--- src/logic/decode_ctrl_pkg.sv ---
// decode control fields
// encodings of the control outputs handed to execute, memory and writeback
`default_nettype none

package decode_ctrl_pkg;

    // idle value kept at zero
    typedef enum logic [3:0] {
        exe_binary          = 4'd1,
        exe_imm_binary      = 4'd2,
        exe_binary_word     = 4'd3,
        exe_imm_binary_word = 4'd4,
        exe_mem_addr        = 4'd5,
        exe_branch_cond     = 4'd6,
        exe_imm             = 4'd7,
        exe_pc_based        = 4'd8,
        exe_read_csr        = 4'd9,
        exe_none            = 4'd0
    } exe_signal_e;

    typedef enum logic [1:0] {not_vec_arith, vec_vec, vec_scalar, vec_imm} vec_operand_e;

    typedef enum logic [1:0] {mem_nop, mem_load, mem_store} mem_ctrl_e;

    typedef enum logic [1:0] {size_none, size_byte, size_half, size_word} data_size_e;

    typedef enum logic [1:0] {vls_none, vls_stride, vls_whole_reg, vls_mask} vls_type_e;

    typedef enum logic [1:0] {
        not_branch,
        conditional,
        unconditional,
        unconditional_result   // jalr, target from alu
    } branch_e;

    typedef enum logic [2:0] {
        wb_nop,
        wb_arith,
        wb_mem_to_reg,
        wb_increased_pc,
        wb_csr_to_reg
    } wb_e;

    // one hot, all zero when the word is not recognised
    typedef struct packed {
        logic p;
        logic v;
        logic r;
        logic i;
        logic s;
        logic b;
        logic u;
        logic j;
    } fmt_flags_t;

endpackage

`default_nettype wire

--- src/logic/riscv_isa_pkg.sv ---
// riscv isa encodings
// opcodes, funct3 codes, vector width and lumop codes, and the
// instruction word seen as scalar or vector fields
`default_nettype none

package riscv_isa_pkg;

    localparam logic [6:0] op_load      = 7'b0000011;
    localparam logic [6:0] op_op_imm    = 7'b0010011;
    localparam logic [6:0] op_op_imm_32 = 7'b0011011;
    localparam logic [6:0] op_auipc     = 7'b0010111;
    localparam logic [6:0] op_store     = 7'b0100011;
    localparam logic [6:0] op_op        = 7'b0110011;
    localparam logic [6:0] op_op_32     = 7'b0111011;
    localparam logic [6:0] op_lui       = 7'b0110111;
    localparam logic [6:0] op_branch    = 7'b1100011;
    localparam logic [6:0] op_jalr      = 7'b1100111;
    localparam logic [6:0] op_jal       = 7'b1101111;
    localparam logic [6:0] op_system    = 7'b1110011;
    localparam logic [6:0] op_vl        = 7'b0000111;  // load-fp space
    localparam logic [6:0] op_vs        = 7'b0100111;  // store-fp space
    localparam logic [6:0] op_varith    = 7'b1010111;

    localparam logic [2:0] f3_csrrs = 3'b010;

    // op-v categories, opcfg (111) not handled
    localparam logic [2:0] f3_opivv = 3'b000;
    localparam logic [2:0] f3_opmvv = 3'b010;
    localparam logic [2:0] f3_opivi = 3'b011;
    localparam logic [2:0] f3_opivx = 3'b100;
    localparam logic [2:0] f3_opmvx = 3'b110;

    localparam logic [2:0] f3_w_byte = 3'b000;
    localparam logic [2:0] f3_w_half = 3'b001;
    localparam logic [2:0] f3_w_word = 3'b010;

    localparam logic [2:0] f3_v_byte = 3'b000;
    localparam logic [2:0] f3_v_half = 3'b101;
    localparam logic [2:0] f3_v_word = 3'b110;

    localparam logic [4:0] lumop_unit  = 5'b00000;
    localparam logic [4:0] lumop_whole = 5'b01000;
    localparam logic [4:0] lumop_mask  = 5'b01011;

    typedef struct packed {
        logic [6:0] funct7;
        logic [4:0] rs2;
        logic [4:0] rs1;
        logic [2:0] funct3;
        logic [4:0] rd;
        logic [6:0] opcode;
    } scalar_fields_t;

    typedef struct packed {
        logic [5:0] funct6;
        logic       vm;
        logic [4:0] vs2;    // lumop for vl/vs
        logic [4:0] vs1;
        logic [2:0] funct3;
        logic [4:0] vd;
        logic [6:0] opcode;
    } vector_fields_t;

    typedef union packed {
        scalar_fields_t scalar;
        vector_fields_t vector;
    } instr_word_u;

endpackage

`default_nettype wire

--- src/logic/ctrl_decoder.sv ---
// control decoder
// turns format flags and function fields into the execute, memory,
// branch and writeback controls; anything unknown is flagged illegal
`timescale 1ns/1ps
`default_nettype none

module ctrl_decoder (
    input  decode_ctrl_pkg::fmt_flags_t   fmt,
    input  logic [6:0]                    opcode,
    input  logic [2:0]                    funct3,
    input  logic [4:0]                    lumop,
    output decode_ctrl_pkg::exe_signal_e  exe_signal,
    output decode_ctrl_pkg::vec_operand_e vec_operand,
    output decode_ctrl_pkg::mem_ctrl_e    mem_ctrl,
    output decode_ctrl_pkg::data_size_e   data_size,
    output decode_ctrl_pkg::vls_type_e    vls_type,
    output decode_ctrl_pkg::branch_e      branch,
    output decode_ctrl_pkg::wb_e          wb,
    output logic                          illegal
);

    always_comb begin
        exe_signal  = decode_ctrl_pkg::exe_none;
        vec_operand = decode_ctrl_pkg::not_vec_arith;
        mem_ctrl    = decode_ctrl_pkg::mem_nop;
        data_size   = decode_ctrl_pkg::size_none;
        vls_type    = decode_ctrl_pkg::vls_none;
        branch      = decode_ctrl_pkg::not_branch;
        wb          = decode_ctrl_pkg::wb_nop;
        illegal     = 1'b0;

        if (fmt.p) begin
            if (funct3 == riscv_isa_pkg::f3_csrrs) begin
                exe_signal = decode_ctrl_pkg::exe_read_csr;
                wb         = decode_ctrl_pkg::wb_csr_to_reg;
            end else begin
                illegal = 1'b1;
            end
        end else if (fmt.v) begin
            if (opcode == riscv_isa_pkg::op_vl || opcode == riscv_isa_pkg::op_vs) begin
                exe_signal = decode_ctrl_pkg::exe_mem_addr;
                if (opcode == riscv_isa_pkg::op_vl) begin
                    mem_ctrl = decode_ctrl_pkg::mem_load;
                    wb       = decode_ctrl_pkg::wb_mem_to_reg;
                end else begin
                    mem_ctrl = decode_ctrl_pkg::mem_store;
                end
                case (funct3)  // element width
                    riscv_isa_pkg::f3_v_byte: data_size = decode_ctrl_pkg::size_byte;
                    riscv_isa_pkg::f3_v_half: data_size = decode_ctrl_pkg::size_half;
                    riscv_isa_pkg::f3_v_word: data_size = decode_ctrl_pkg::size_word;
                    default:                  illegal   = 1'b1;
                endcase
                case (lumop)
                    riscv_isa_pkg::lumop_unit:  vls_type = decode_ctrl_pkg::vls_stride;
                    riscv_isa_pkg::lumop_whole: vls_type = decode_ctrl_pkg::vls_whole_reg;
                    riscv_isa_pkg::lumop_mask:  vls_type = decode_ctrl_pkg::vls_mask;
                    default:                    illegal  = 1'b1;
                endcase
            end else if (opcode == riscv_isa_pkg::op_varith) begin
                wb = decode_ctrl_pkg::wb_arith;
                case (funct3)
                    riscv_isa_pkg::f3_opivv, riscv_isa_pkg::f3_opmvv: begin
                        exe_signal  = decode_ctrl_pkg::exe_binary;
                        vec_operand = decode_ctrl_pkg::vec_vec;
                    end
                    riscv_isa_pkg::f3_opivi: begin
                        exe_signal  = decode_ctrl_pkg::exe_imm_binary;
                        vec_operand = decode_ctrl_pkg::vec_imm;
                    end
                    riscv_isa_pkg::f3_opivx, riscv_isa_pkg::f3_opmvx: begin
                        exe_signal  = decode_ctrl_pkg::exe_binary;
                        vec_operand = decode_ctrl_pkg::vec_scalar;
                    end
                    default: illegal = 1'b1;  // opcfg and float categories
                endcase
            end else begin
                illegal = 1'b1;
            end
        end else if (fmt.r) begin
            wb = decode_ctrl_pkg::wb_arith;
            case (opcode)
                riscv_isa_pkg::op_op:     exe_signal = decode_ctrl_pkg::exe_binary;
                riscv_isa_pkg::op_op_imm: exe_signal = decode_ctrl_pkg::exe_imm_binary;
                riscv_isa_pkg::op_op_32:  exe_signal = decode_ctrl_pkg::exe_binary_word;
                default:                  illegal    = 1'b1;
            endcase
        end else if (fmt.i) begin
            case (opcode)
                riscv_isa_pkg::op_op_imm: begin
                    exe_signal = decode_ctrl_pkg::exe_imm_binary;
                    wb         = decode_ctrl_pkg::wb_arith;
                end
                riscv_isa_pkg::op_op_imm_32: begin
                    exe_signal = decode_ctrl_pkg::exe_imm_binary_word;
                    wb         = decode_ctrl_pkg::wb_arith;
                end
                riscv_isa_pkg::op_load: begin
                    exe_signal = decode_ctrl_pkg::exe_mem_addr;
                    mem_ctrl   = decode_ctrl_pkg::mem_load;
                    wb         = decode_ctrl_pkg::wb_mem_to_reg;
                    case (funct3)
                        riscv_isa_pkg::f3_w_byte: data_size = decode_ctrl_pkg::size_byte;
                        riscv_isa_pkg::f3_w_half: data_size = decode_ctrl_pkg::size_half;
                        riscv_isa_pkg::f3_w_word: data_size = decode_ctrl_pkg::size_word;
                        default:                  illegal   = 1'b1;
                    endcase
                end
                riscv_isa_pkg::op_jalr: begin
                    exe_signal = decode_ctrl_pkg::exe_mem_addr;  // rs1 + imm
                    branch     = decode_ctrl_pkg::unconditional_result;
                    wb         = decode_ctrl_pkg::wb_increased_pc;
                end
                default: illegal = 1'b1;
            endcase
        end else if (fmt.s) begin
            exe_signal = decode_ctrl_pkg::exe_mem_addr;
            mem_ctrl   = decode_ctrl_pkg::mem_store;
            case (funct3)
                riscv_isa_pkg::f3_w_byte: data_size = decode_ctrl_pkg::size_byte;
                riscv_isa_pkg::f3_w_half: data_size = decode_ctrl_pkg::size_half;
                riscv_isa_pkg::f3_w_word: data_size = decode_ctrl_pkg::size_word;
                default:                  illegal   = 1'b1;
            endcase
        end else if (fmt.b) begin
            exe_signal = decode_ctrl_pkg::exe_branch_cond;
            branch     = decode_ctrl_pkg::conditional;
        end else if (fmt.u) begin
            wb = decode_ctrl_pkg::wb_arith;
            if (opcode == riscv_isa_pkg::op_lui) begin
                exe_signal = decode_ctrl_pkg::exe_imm;
            end else begin
                exe_signal = decode_ctrl_pkg::exe_pc_based;
            end
        end else if (fmt.j) begin
            exe_signal = decode_ctrl_pkg::exe_pc_based;
            branch     = decode_ctrl_pkg::unconditional;
            wb         = decode_ctrl_pkg::wb_increased_pc;
        end else begin
            illegal = 1'b1;  // no format matched
        end

        // partial decodes must not leak out
        if (illegal) begin
            exe_signal  = decode_ctrl_pkg::exe_none;
            vec_operand = decode_ctrl_pkg::not_vec_arith;
            mem_ctrl    = decode_ctrl_pkg::mem_nop;
            data_size   = decode_ctrl_pkg::size_none;
            vls_type    = decode_ctrl_pkg::vls_none;
            branch      = decode_ctrl_pkg::not_branch;
            wb          = decode_ctrl_pkg::wb_nop;
        end
    end

endmodule

`default_nettype wire

--- src/logic/decode_stage.sv ---
// decode stage
// registered rv64 + vector decode: one instruction in per strobe,
// indices, immediate and controls out one clock later
`timescale 1ns/1ps
`default_nettype none

module decode_stage #(
    parameter int xlen = 64
) (
    input  logic                          clk,
    input  logic                          reset,
    input  logic                          instr_valid,
    input  logic [31:0]                   instruction,
    output logic                          decode_valid,
    output logic [4:0]                    rs1,
    output logic [4:0]                    rs2,
    output logic [4:0]                    rd,
    output logic [11:0]                   csr_addr,
    output logic                          vm,
    output logic [5:0]                    func6,
    output logic [3:0]                    func_code,
    output logic [xlen-1:0]               immediate,
    output decode_ctrl_pkg::exe_signal_e  exe_signal,
    output decode_ctrl_pkg::vec_operand_e vec_operand,
    output decode_ctrl_pkg::mem_ctrl_e    mem_ctrl,
    output decode_ctrl_pkg::data_size_e   data_size,
    output decode_ctrl_pkg::vls_type_e    vls_type,
    output decode_ctrl_pkg::branch_e      branch,
    output decode_ctrl_pkg::wb_e          wb,
    output logic                          is_vector,
    output logic                          illegal
);

    riscv_isa_pkg::instr_word_u    word;
    decode_ctrl_pkg::fmt_flags_t   fmt;
    logic [3:0]                    func_code_c;
    logic [xlen-1:0]               imm_c;
    decode_ctrl_pkg::exe_signal_e  exe_c;
    decode_ctrl_pkg::vec_operand_e vec_operand_c;
    decode_ctrl_pkg::mem_ctrl_e    mem_c;
    decode_ctrl_pkg::data_size_e   size_c;
    decode_ctrl_pkg::vls_type_e    vls_c;
    decode_ctrl_pkg::branch_e      branch_c;
    decode_ctrl_pkg::wb_e          wb_c;
    logic                          illegal_c;

    assign word        = instruction;
    assign func_code_c = {word.scalar.funct7[5], word.scalar.funct3};  // bit 30 + funct3

    instr_classifier instr_classifier_i (
        .opcode    (word.scalar.opcode),
        .func_code (func_code_c),
        .fmt       (fmt)
    );

    imm_gen #(
        .xlen (xlen)
    ) imm_gen_i (
        .instruction (instruction),
        .fmt         (fmt),
        .imm         (imm_c)
    );

    ctrl_decoder ctrl_decoder_i (
        .fmt         (fmt),
        .opcode      (word.scalar.opcode),
        .funct3      (word.scalar.funct3),
        .lumop       (word.vector.vs2),
        .exe_signal  (exe_c),
        .vec_operand (vec_operand_c),
        .mem_ctrl    (mem_c),
        .data_size   (size_c),
        .vls_type    (vls_c),
        .branch      (branch_c),
        .wb          (wb_c),
        .illegal     (illegal_c)
    );

    always_ff @(posedge clk) begin
        if (reset) begin
            decode_valid <= 1'b0;
            rs1          <= '0;
            rs2          <= '0;
            rd           <= '0;
            csr_addr     <= '0;
            vm           <= 1'b0;
            func6        <= '0;
            func_code    <= '0;
            immediate    <= '0;
            exe_signal   <= decode_ctrl_pkg::exe_none;
            vec_operand  <= decode_ctrl_pkg::not_vec_arith;
            mem_ctrl     <= decode_ctrl_pkg::mem_nop;
            data_size    <= decode_ctrl_pkg::size_none;
            vls_type     <= decode_ctrl_pkg::vls_none;
            branch       <= decode_ctrl_pkg::not_branch;
            wb           <= decode_ctrl_pkg::wb_nop;
            is_vector    <= 1'b0;
            illegal      <= 1'b0;
        end else begin
            decode_valid <= instr_valid;
            if (instr_valid) begin  // fields hold between strobes
                rs1         <= word.scalar.rs1;
                rs2         <= word.scalar.rs2;
                rd          <= word.scalar.rd;
                csr_addr    <= {word.scalar.funct7, word.scalar.rs2};
                vm          <= word.vector.vm;
                func6       <= word.vector.funct6;
                func_code   <= func_code_c;
                immediate   <= imm_c;
                exe_signal  <= exe_c;
                vec_operand <= vec_operand_c;
                mem_ctrl    <= mem_c;
                data_size   <= size_c;
                vls_type    <= vls_c;
                branch      <= branch_c;
                wb          <= wb_c;
                is_vector   <= fmt.v;
                illegal     <= illegal_c;
            end
        end
    end

endmodule

`default_nettype wire

--- src/logic/imm_gen.sv ---
// immediate generator
// assembles the immediate of the detected format and sign extends it
// to xlen bits
`timescale 1ns/1ps
`default_nettype none

module imm_gen #(
    parameter int xlen = 64
) (
    input  logic [31:0]                 instruction,
    input  decode_ctrl_pkg::fmt_flags_t fmt,
    output logic [xlen-1:0]             imm
);

    logic        sign_bit;
    logic [31:0] imm32;

    assign sign_bit = instruction[31];

    always_comb begin
        if (fmt.p) begin
            imm32 = {27'b0, instruction[19:15]};  // csr uimm, zero extended
        end else if (fmt.v) begin
            imm32 = {{27{instruction[19]}}, instruction[19:15]};  // simm5
        end else if (fmt.r) begin
            imm32 = '0;  // shamt stays in rs2
        end else if (fmt.i) begin
            imm32 = {{20{sign_bit}}, instruction[31:20]};
        end else if (fmt.s) begin
            imm32 = {{20{sign_bit}}, instruction[31:25], instruction[11:7]};
        end else if (fmt.b) begin
            imm32 = {{20{sign_bit}}, instruction[7], instruction[30:25],
                     instruction[11:8], 1'b0};
        end else if (fmt.u) begin
            imm32 = {instruction[31:12], 12'b0};
        end else if (fmt.j) begin
            imm32 = {{12{sign_bit}}, instruction[19:12], instruction[20],
                     instruction[30:21], 1'b0};
        end else begin
            imm32 = '0;
        end
    end

    // bit 31 is the sign for every format, zero for p
    assign imm = xlen'(signed'(imm32));

endmodule

`default_nettype wire

--- src/logic/instr_classifier.sv ---
// instruction classifier
// sorts the opcode and function code into one hot format flags
`timescale 1ns/1ps
`default_nettype none

module instr_classifier (
    input  logic [6:0]                  opcode,
    input  logic [3:0]                  func_code,
    output decode_ctrl_pkg::fmt_flags_t fmt
);

    logic shift_imm;
    logic f3_zero;

    // slli, srli, srai
    assign shift_imm = (func_code == 4'b0001) || (func_code == 4'b0101) ||
                       (func_code == 4'b1101);
    assign f3_zero   = func_code[2:0] == 3'b000;

    always_comb begin
        fmt   = '0;
        fmt.p = opcode == riscv_isa_pkg::op_system;
        fmt.v = (opcode == riscv_isa_pkg::op_vl) || (opcode == riscv_isa_pkg::op_vs) ||
                (opcode == riscv_isa_pkg::op_varith);
        fmt.r = (opcode == riscv_isa_pkg::op_op) || (opcode == riscv_isa_pkg::op_op_32) ||
                (opcode == riscv_isa_pkg::op_op_imm && shift_imm);
        fmt.i = (opcode == riscv_isa_pkg::op_op_imm && !shift_imm) ||
                (opcode == riscv_isa_pkg::op_load) ||
                (opcode == riscv_isa_pkg::op_jalr && f3_zero) ||
                (opcode == riscv_isa_pkg::op_op_imm_32 && f3_zero);  // addiw only
        fmt.s = opcode == riscv_isa_pkg::op_store;
        fmt.b = opcode == riscv_isa_pkg::op_branch;
        fmt.u = (opcode == riscv_isa_pkg::op_lui) || (opcode == riscv_isa_pkg::op_auipc);
        fmt.j = opcode == riscv_isa_pkg::op_jal;  // 14:12 are imm bits here
    end

endmodule

`default_nettype wire

--- config.mk ---
export PLATFORM = sky130hd
export DESIGN_NAME = decode_stage
export DESIGN_NICKNAME = d
export VERILOG_FILES = /design/src/logic/decode_ctrl_pkg.sv /design/src/logic/riscv_isa_pkg.sv /design/src/logic/ctrl_decoder.sv /design/src/logic/decode_stage.sv /design/src/logic/imm_gen.sv /design/src/logic/instr_classifier.sv
export SDC_FILE = /design/constraint.sdc
export NUM_CORES = 1
export LEC_CHECK = 0
export ABC_CLOCK_PERIOD_IN_PS = 6100
export BUFFER_PORTS_ARGS = -buffer_cell sky130_fd_sc_hd__buf_2
export CORE_ASPECT_RATIO = 1.1
export CORE_MARGIN = 5
export CORE_UTILIZATION = 53
export CTS_CLUSTER_DIAMETER = 150
export CTS_CLUSTER_SIZE = 16
export DETAILED_ROUTE_END_ITERATION = 12
export PLACE_DENSITY_LB_ADDON = 0.08
export SYNTH_ARGS = -nofsm -noshare
export SYNTH_HDL_FRONTEND = slang
export SYNTH_SLANG_ARGS = --single-unit
--- constraint.sdc ---
create_clock -name clk -period 6.1 [get_ports clk]
set_input_delay 1.22 -clock clk [delete_from_list [all_inputs] [get_ports clk]]
set_output_delay 1.22 -clock clk [all_outputs]
set_load 0.02 [all_outputs]
==> results.toml, run 1 <==
[outcome]
status = "complete, no violations"

[critical_path]
cp_max_fo = 20
critical_path_class = "in -> reg"
worstSetupEndpointType = "flip-flop"
critPathSlowestCell = "o21ai_0"
required_ns = 6.37
crit_path_start_kind = "input pin"
cp_common_cell = "o21ai_0"
slowest_delay_ns = 0.81
crit_arrival_ns = 3.91
crit_family = "compound AO/OA/AOI/OAI gates"
path_cells = "buf_2 -> or2b_1 -> o2bb2a_4 -> o22ai_2 -> nor3_1 -> o21ai_0 -> o21ai_0 -> a21oi_1"
crit_buf_inv = 1

[logic_synthesis]
avgSynthCellArea_sq_um = 8.42
yosys_warnings = 0
synth_edf_count = 0
ys_ff_latch = 77
synth_nets = 507
netlist.area_leader.share = 0.388
netlist_top_cells_count = "dfxtp_1, nor2_1, buf_4, nand2_1, a21oi_1"
synthDistinctLibCells = 54
netlist_instances = 472
ys.flop_type = "dfxtp_1"
synth_top_cell_by_area = "dfxtp_1"
yosysSeqAreaShare = 0.388
async_flop_share = 0
synth_most_common_cell = "dfxtp_1"
syn_area_sq_mm = 0.00397
synth_area_leaders = "dfxtp_1, buf_4, mux2i_1, nor2_1, a221o_1"

[sta]
hold_viol = 0
period_minus_slack_ns = 3.64
worstMarginPinSlew_ns = 1.08
finalMaxSlewViolations = 0
fin_setup_tns_ns = 0
slew_headroom = 0.279
whs_ns = 0.453
finalSetupViolCount = 0
fmax_mhz = 275
period_share = 0.596
finalClockSkew_ns = 0
rsz0062_at_grt = "false"
layout_setup_ws_ns = 2.46

[cts]
cts-buffers-inserted = 9
clk_latency_ns = 0.35
htreeDepth = 3
cts_resized = 0
cts_tree = "built"
cts.sinks = 77
clkTransAtPathRegs_ns = 0.09
hold_buffers = 0
post_cts_buffers = 0
root_buffer = "clkbuf_8"
clock_path_buffers = 2

[final_layout]
diodes = 0
nFillCells = 680
final_cell_area_sq_mm = 0.00459
fin_nets = 602
fin_util = 0.622
syn2layout_area_growth_pct = 15.7
drive_gt1_frac = 0.325

[global_route]
grt_max_degree = 59
grt_pass1_wl_microns = 17900
first_global_vias = 3502
grtUsageTotal = 0.242
grt_overflow_total = 0
antenna_found_initial = 0

[power_and_ir_drop]
cellPowerDensity_mw_per_mm2 = 229
swShare = 0.313
p_seq_frac = 0.500
power_frac_clock = 0.346
p_leak_nw = 2.21
switching_power_uw = 329
p_int_uw = 722
vdd_ir_drop_max_v = 0.000203
power_frac_comb = 0.154

[floorplan]
die_x_microns = 92.5
die-area_sq_mm = 0.00933
fp.dieH_microns = 101
core_area_sq_mm = 0.00739
start_util = 0.537
ios = 157
rows = 33

[drt]
drt-initial-drc-count = 339
drt_wl_total_microns = 11700
routedWlPerCell_microns = 17.7
dr.pass1.iters = 5
drcViolationCount = 0
viasPerCell = 5.79
vias = 3818
postRouteAntennaNets = 0

[placement]
placed_cell_area_sq_mm = 0.00441
portBuffers = 156
gp_congestion = 0.983
dp_hpwl_microns = 8450
place_ws_ns = 2.16

[worst_hold_path]
hold_path.class = "reg -> reg"

[job]
cap_viol_max_count = 0
## state kept, by name (all words and copies together) (netlist names), 2 cells and up
signal       cells
mem_ctrl         2
exe_signal       4
data_size        2
vls_type         2
wb               3
rd               5
func_code        3
csr_addr         7
rs2              4
branch           2
rs1              5
immediate       32
vec_operand      2
## metrics by stage
step	instances	total power [mW]
global route	659	1.09
detailed placement	643	0.698
CTS	659	1.06
finish	659	1.05
global placement	643	0.696
floorplan	472	0.649
## per-layer routing
metal,wire (microns),GRT usage,vias up
li1,-,-,1817
met1,5010,0.319,1746
met2,5250,0.381,215
met3,1080,0.0650,40
met4,326,0.0926,0
met5,0,0,-
## worst reg2reg max path, stage by stage, from the launching register on
cell	delay, ns
dfxtp_1	0.79
nand2_1	0.08
o21ai_0	0.09
## final timing paths
kind | from | end | slack, ns | cells after the start
setup reg to reg | immediate[31] | immediate[31] | 5.07 | 2
setup / recovery | instruction[2] | immediate[21] | 2.46 | 8
hold / removal | mem_ctrl[1] | mem_ctrl[1] | 0.45 | 2
hold reg to reg | mem_ctrl[1] | mem_ctrl[1] | 0.45 | 2
## layout by cell type, fill, tap and decap left out, drive strengths merged, types with 4 or more instances in the layout
master	instances
inv	10
nor2	62
a21oi	29
nand4	6
mux2i	28
buf	159
a22oi	7
nor3	7
nand2b	5
a221o	18
nand2	43
dfxtp	77
nand3	8
a31oi	4
o21ai	29
or2	5
and2	15
clkbuf	9
nor2b	4
## cell families (layout without fill, tap and decap cells)
family          Yosys count  after routing  synth area share
simple gates            172            172             0.217
xor+xnor                  2              2           0.00441
flops                    77             77             0.388
buf+inv                  82            182             0.125
mux                      28             28            0.0706
compound gates          111            111             0.195
## layout make-up
type	count	area, sq um	area share
inverter	7	26.3	0.00572
timing repair buffer	159	803	0.175
clock inverter	7	57.6	0.0125
clock buffer	9	124	0.0270
sequential	77	1540	0.336
tap	87	109	0.0237
multi-input combinational	313	1930	0.421
## power by group through the flow
stage | clock network [mW] | registers (mW) | logic [mW]
floorplan | 0 | 0.555 | 0.0937
global placement | 0 | 0.537 | 0.160
detailed placement | 0 | 0.537 | 0.161
CTS | 0.372 | 0.526 | 0.161
global route | 0.393 | 0.528 | 0.174
finish | 0.364 | 0.526 | 0.162
Note: power is estimated with default switching activity, not from simulation.
==> run 2, diff against run 1 <==
--- a/config.mk
+++ b/config.mk
@@ -5,11 +5,11 @@
 export SDC_FILE = /design/constraint.sdc
 export NUM_CORES = 1
 export LEC_CHECK = 0
-export ABC_CLOCK_PERIOD_IN_PS = 6100
+export ABC_CLOCK_PERIOD_IN_PS = 3500
 export BUFFER_PORTS_ARGS = -buffer_cell sky130_fd_sc_hd__buf_2
 export CORE_ASPECT_RATIO = 1.1
 export CORE_MARGIN = 5
-export CORE_UTILIZATION = 53
+export CORE_UTILIZATION = 49
 export CTS_CLUSTER_DIAMETER = 150
 export CTS_CLUSTER_SIZE = 16
 export DETAILED_ROUTE_END_ITERATION = 12
==> constraint.sdc (replaced) <==
create_clock -name clk -period 3.5 [get_ports clk]
set_input_delay 0.7 -clock clk [delete_from_list [all_inputs] [get_ports clk]]
set_output_delay 0.7 -clock clk [all_outputs]
set_load 0.02 [all_outputs]
==> results.toml, run 2 (synthesis results as in run 1) <==
[critical_path]
cp_max_fo = 20
rrSetupSlack_ns = 2.46
crit_arrival_ns = 3.02
worstSetupEndpointType = "flip-flop"
ff2ff_path_depth = 2
crit_path_start_kind = "input pin"
required_ns = 3.76
critical_path_class = "in -> reg"

[floorplan]
core_area_sq_mm = 0.00791
start_util = 0.502
rows = 34
die_x_microns = 95.9
fp.dieH_microns = 104
ios = 157
die-area_sq_mm = 0.0100

[cts]
clkTransAtPathRegs_ns = 0.08
hold_buffers = 0
clock_path_buffers = 2
post_cts_buffers = 0
clk_latency_ns = 0.34
cts_tree = "built"
cts_resized = 0
cts.sinks = 77
htreeDepth = 3
root_buffer = "clkbuf_8"
cts-buffers-inserted = 9

[worst_hold_path]
hold_path.class = "reg -> reg"
whs_path_depth = 2

[placement]
dp_hpwl_microns = 9170
gp_congestion = 1.01
portBuffers = 156

[final_layout]
fin_util = 0.600
fin_nets = 614
nFillCells = 765
largest_reg_flops = 32
syn2layout_area_growth_pct = 19.6
diodes = 0
layout_common_cells = "buf_2, dfxtp_1, nor2_1, nand2_1, a21oi_1"
drive_gt1_frac = 0.337
top_regs = "immediate: 32 flops, csr_addr: 7 flops"
layout_commonest_cell = "buf_2"
regMostFlops = "immediate"

[sta]
rsz0062_at_grt = "false"
whs_ns = 0.455
period_minus_slack_ns = 2.76
finalSetupViolCount = 0
fmax_mhz = 362
worstMarginPinSlew_ns = 0.712
hold_viol = 0
finalMaxSlewViolations = 0
slew_headroom = 0.525
fin_setup_tns_ns = 0
period_share = 0.789
finalClockSkew_ns = 0

[drt]
routedWlPerCell_microns = 17.5
drcViolationCount = 0
vias = 3835
postRouteAntennaNets = 0
viasPerCell = 5.54
drt_wl_total_microns = 12100
drt-initial-drc-count = 198
dr.pass1.iters = 5

[global_route]
grt_pass1_wl_microns = 18900
grtUsageTotal = 0.239
first_global_vias = 3577
antenna_found_initial = 0
grt_overflow_total = 0
grt_max_degree = 49

[power_and_ir_drop]
p_leak_nw = 2.29
vdd_ir_drop_max_v = 0.000263
cellPowerDensity_mw_per_mm2 = 414

[job]
cap_viol_max_count = 0

[outcome]
status = "complete, no violations"
[run 2: cell count changes in the layout (fill, tap and decap cells not counted)]
| cell | change |
|---|---|
| bufinv_16 | +2 |
| clkinv_2 | -1 |
| inv_8 | -1 |
| clkinvlp_4 | -1 |
| clkbuf_1 | +1 |
| buf_4 | +12 |
[run 2: path summary, 6_finish.rpt]
path                  start       endpoint
max reg2reg   immediate[31]  immediate[31]
max          instruction[2]   data_size[0]
min                   wb[2]          wb[2]
min reg2reg           wb[2]          wb[2]
[run 2: metal layers]
layer,global-route usage,vias up,wire length (microns)
met5,0,-,0
met4,0.0640,0,206
met3,0.0579,18,1140
met2,0.386,203,5620
met1,0.316,1772,5150
li1,-,1842,-
[run 2: final cells by class]
type	count	area, sq um	share of cell area
sequential	77	1540	0.324
multi-input combinational	313	1930	0.407
tap	108	135	0.0284
timing repair buffer	171	893	0.188
clock inverter	6	93.8	0.0198
clock buffer	10	128	0.0269
inverter	7	26.3	0.00553
[run 2: power breakdown]
group	switching (mW)	total, mW	internal [mW]
sequential	0.0144	0.915	0.901
combinational	0.195	0.292	0.0971
clock	0.351	0.760	0.409
[run 2: worst max-delay path, stage by stage]
cell and delay [ns]:
buf_2 0.35, nand4b_4 0.21, or4_1 0.52, a221oi_2 0.28, a311oi_1 0.13, nand2b_4 0.17
or4_4 0.45, o31ai_2 0.21
[run 2: metrics by stage]
step	cells	setup WS [ns]	instance area [sq um]	total power [mW]
2_1_floorplan	472	0.841	3970	1.13
3_3_place_gp	676	0.448	4530	1.23
3_5_place_dp	676	0.390	4530	1.23
4_1_cts	692	0.756	4750	1.98
5_1_grt	692	0.601	4750	2.04
6_report	692	0.738	4750	1.97
==> run 3, diff against run 2 <==
--- a/config.mk
+++ b/config.mk
@@ -5,7 +5,7 @@
 export SDC_FILE = /design/constraint.sdc
 export NUM_CORES = 1
 export LEC_CHECK = 0
-export ABC_CLOCK_PERIOD_IN_PS = 3500
+export ABC_CLOCK_PERIOD_IN_PS = 2800
 export BUFFER_PORTS_ARGS = -buffer_cell sky130_fd_sc_hd__buf_2
 export CORE_ASPECT_RATIO = 1.1
 export CORE_MARGIN = 5
==> constraint.sdc (replaced) <==
create_clock -name clk -period 2.8 [get_ports clk]
set_input_delay 0.56 -clock clk [delete_from_list [all_inputs] [get_ports clk]]
set_output_delay 0.56 -clock clk [all_outputs]
set_load 0.02 [all_outputs]
==> results.toml, run 3 (synthesis results as in run 1) <==
[cts]
root_buffer = "clkbuf_8"
cts_tree = "built"
cts.sinks = 77
htreeDepth = 3
post_cts_buffers = 0
cts-buffers-inserted = 9
clkTransAtPathRegs_ns = 0.09
clk_latency_ns = 0.34
cts_resized = 0
clock_path_buffers = 2
hold_buffers = 0

[drt]
postRouteAntennaNets = 0
drcViolationCount = 0
routedWlPerCell_microns = 17.9
vias = 4018
viasPerCell = 5.65
drt-initial-drc-count = 264
drt_wl_total_microns = 12700
dr.pass1.iters = 6

[job]
cap_viol_max_count = 0

[critical_path]
crit_arrival_ns = 2.83
critical_path_class = "in -> reg"
crit_path_start_kind = "input pin"
required_ns = 3.09
worstSetupEndpointType = "flip-flop"
cp_max_fo = 6

[power_and_ir_drop]
switching_power_uw = 684
swShare = 0.291
vdd_ir_drop_max_v = 0.000309
p_leak_nw = 2.38
power_frac_clock = 0.349
p_seq_frac = 0.487
p_int_mw = 1.67
power.total_mw = 2.35
power_frac_comb = 0.164
cellPowerDensity_mw_per_mm2 = 483

[global_route]
grt_max_degree = 36
antenna_found_initial = 0
first_global_vias = 3727
grt_pass1_wl_microns = 19900
grt_overflow_total = 0
grtUsageTotal = 0.254

[sta]
fmax_mhz = 394
period_minus_slack_ns = 2.54
slew_headroom = 0.491
worstMarginPinSlew_ns = 0.762
finalMaxSlewViolations = 0
finalClockSkew_ns = 0
period_share = 0.907
finalSetupViolCount = 0
hold_viol = 0
rsz0062_at_grt = "false"
layout_setup_ws_ns = 0.262

[floorplan]
die-area_sq_mm = 0.0100
ios = 157
core_area_sq_mm = 0.00791
start_util = 0.502
fp.dieH_microns = 104
rows = 34
die_x_microns = 95.9

[final_layout]
seqCellArea_sq_mm = 0.00154
fin_nets = 634
diodes = 0
layout_common_cells = "buf_2, dfxtp_1, nor2_1, nand2_1, buf_4"
multi_input_area_sq_mm = 0.00193
regMostFlops = "immediate"
nFillCells = 781
top_regs = "immediate: 32 flops, csr_addr: 7 flops"
largest_reg_flops = 32
drive_gt1_frac = 0.360
syn2layout_area_growth_pct = 22.6
layout_commonest_cell = "buf_2"

[worst_hold_path]
hold_path.class = "in -> reg"

[placement]
portBuffers = 156
gp_congestion = 0.956
place_ws_ns = 0.0508
dp_hpwl_microns = 9870

[outcome]
status = "complete, no violations"
run 3: cell count changes in the layout (fill, tap and decap cells not counted):
| cell | before | now |
|---|---|---|
| buf_4 | 15 | 35 |
| clkinv_2 | 0 | 2 |
| inv_6 | 2 | 0 |
| bufinv_16 | 2 | 1 |
| clkbuf_1 | 1 | 0 |
| clkinv_4 | 1 | 2 |
run 3: layout make-up:
class                   instances  share of cell area
multi-input cells             313               0.397
flip-flops and latches         77               0.317
repair buffers                191               0.214
well taps                     108              0.0278
clock buffers                   9              0.0254
clock inverters                 6              0.0134
inverters                       7             0.00540
run 3: worst paths after layout:
path | endpoint | depth (start not counted) | from | slack [ns]
worst max register to register | immediate[31] | 2 | immediate[31] | 1.71
worst min register to register | mem_ctrl[0] | 2 | mem_ctrl[0] | 0.45
worst max-delay path | immediate[2] | 10 | instruction[4] | 0.26
worst min-delay path | immediate[3] | 2 | instruction[10] | 0.44
run 3: power groups by stage:
stage	Clock [mW]	Combinational, mW	Sequential, mW
3_3_place_gp	0	0.382	1.17
6_report	0.822	0.385	1.14
5_1_grt	0.898	0.413	1.15
2_1_floorplan	0	0.204	1.21
3_5_place_dp	0	0.382	1.17
4_1_cts	0.838	0.383	1.14
run 3: layer usage:
layer | up-vias | GRT usage | share of wire
met4 | 0 | 0.0854 | 0.031
met3 | 40 | 0.0615 | 0.091
li1 | 1876 | - | -
met5 | - | 0 | 0
met1 | 1891 | 0.327 | 0.42
met2 | 211 | 0.411 | 0.46
run 3: metrics by stage:
stage | cells | util | hold WS, ns | instance area (sq um) | setup TNS, ns
after CTS | 711 | 0.615 | 0.439 | 4870 | 0
final | 711 | 0.615 | 0.443 | 4870 | 0
after global routing | 711 | 0.615 | 0.424 | 4870 | 0
after global placement | 696 | 0.591 | 0.433 | 4680 | -0.0750
after detailed placement | 696 | 0.591 | 0.444 | 4680 | 0
after floorplan | 472 | - | 0.523 | 3970 | 0
run 3: critical path, cell delays in order:
cell and delay [ns]:
buf_2 0.13, buf_4 0.15, and3b_1 0.19, o21ai_0 0.39, a21oi_1 0.14, a41oi_1 0.43
nand4_1 0.31, nor3_1 0.23, buf_4 0.16, a221o_1 0.14
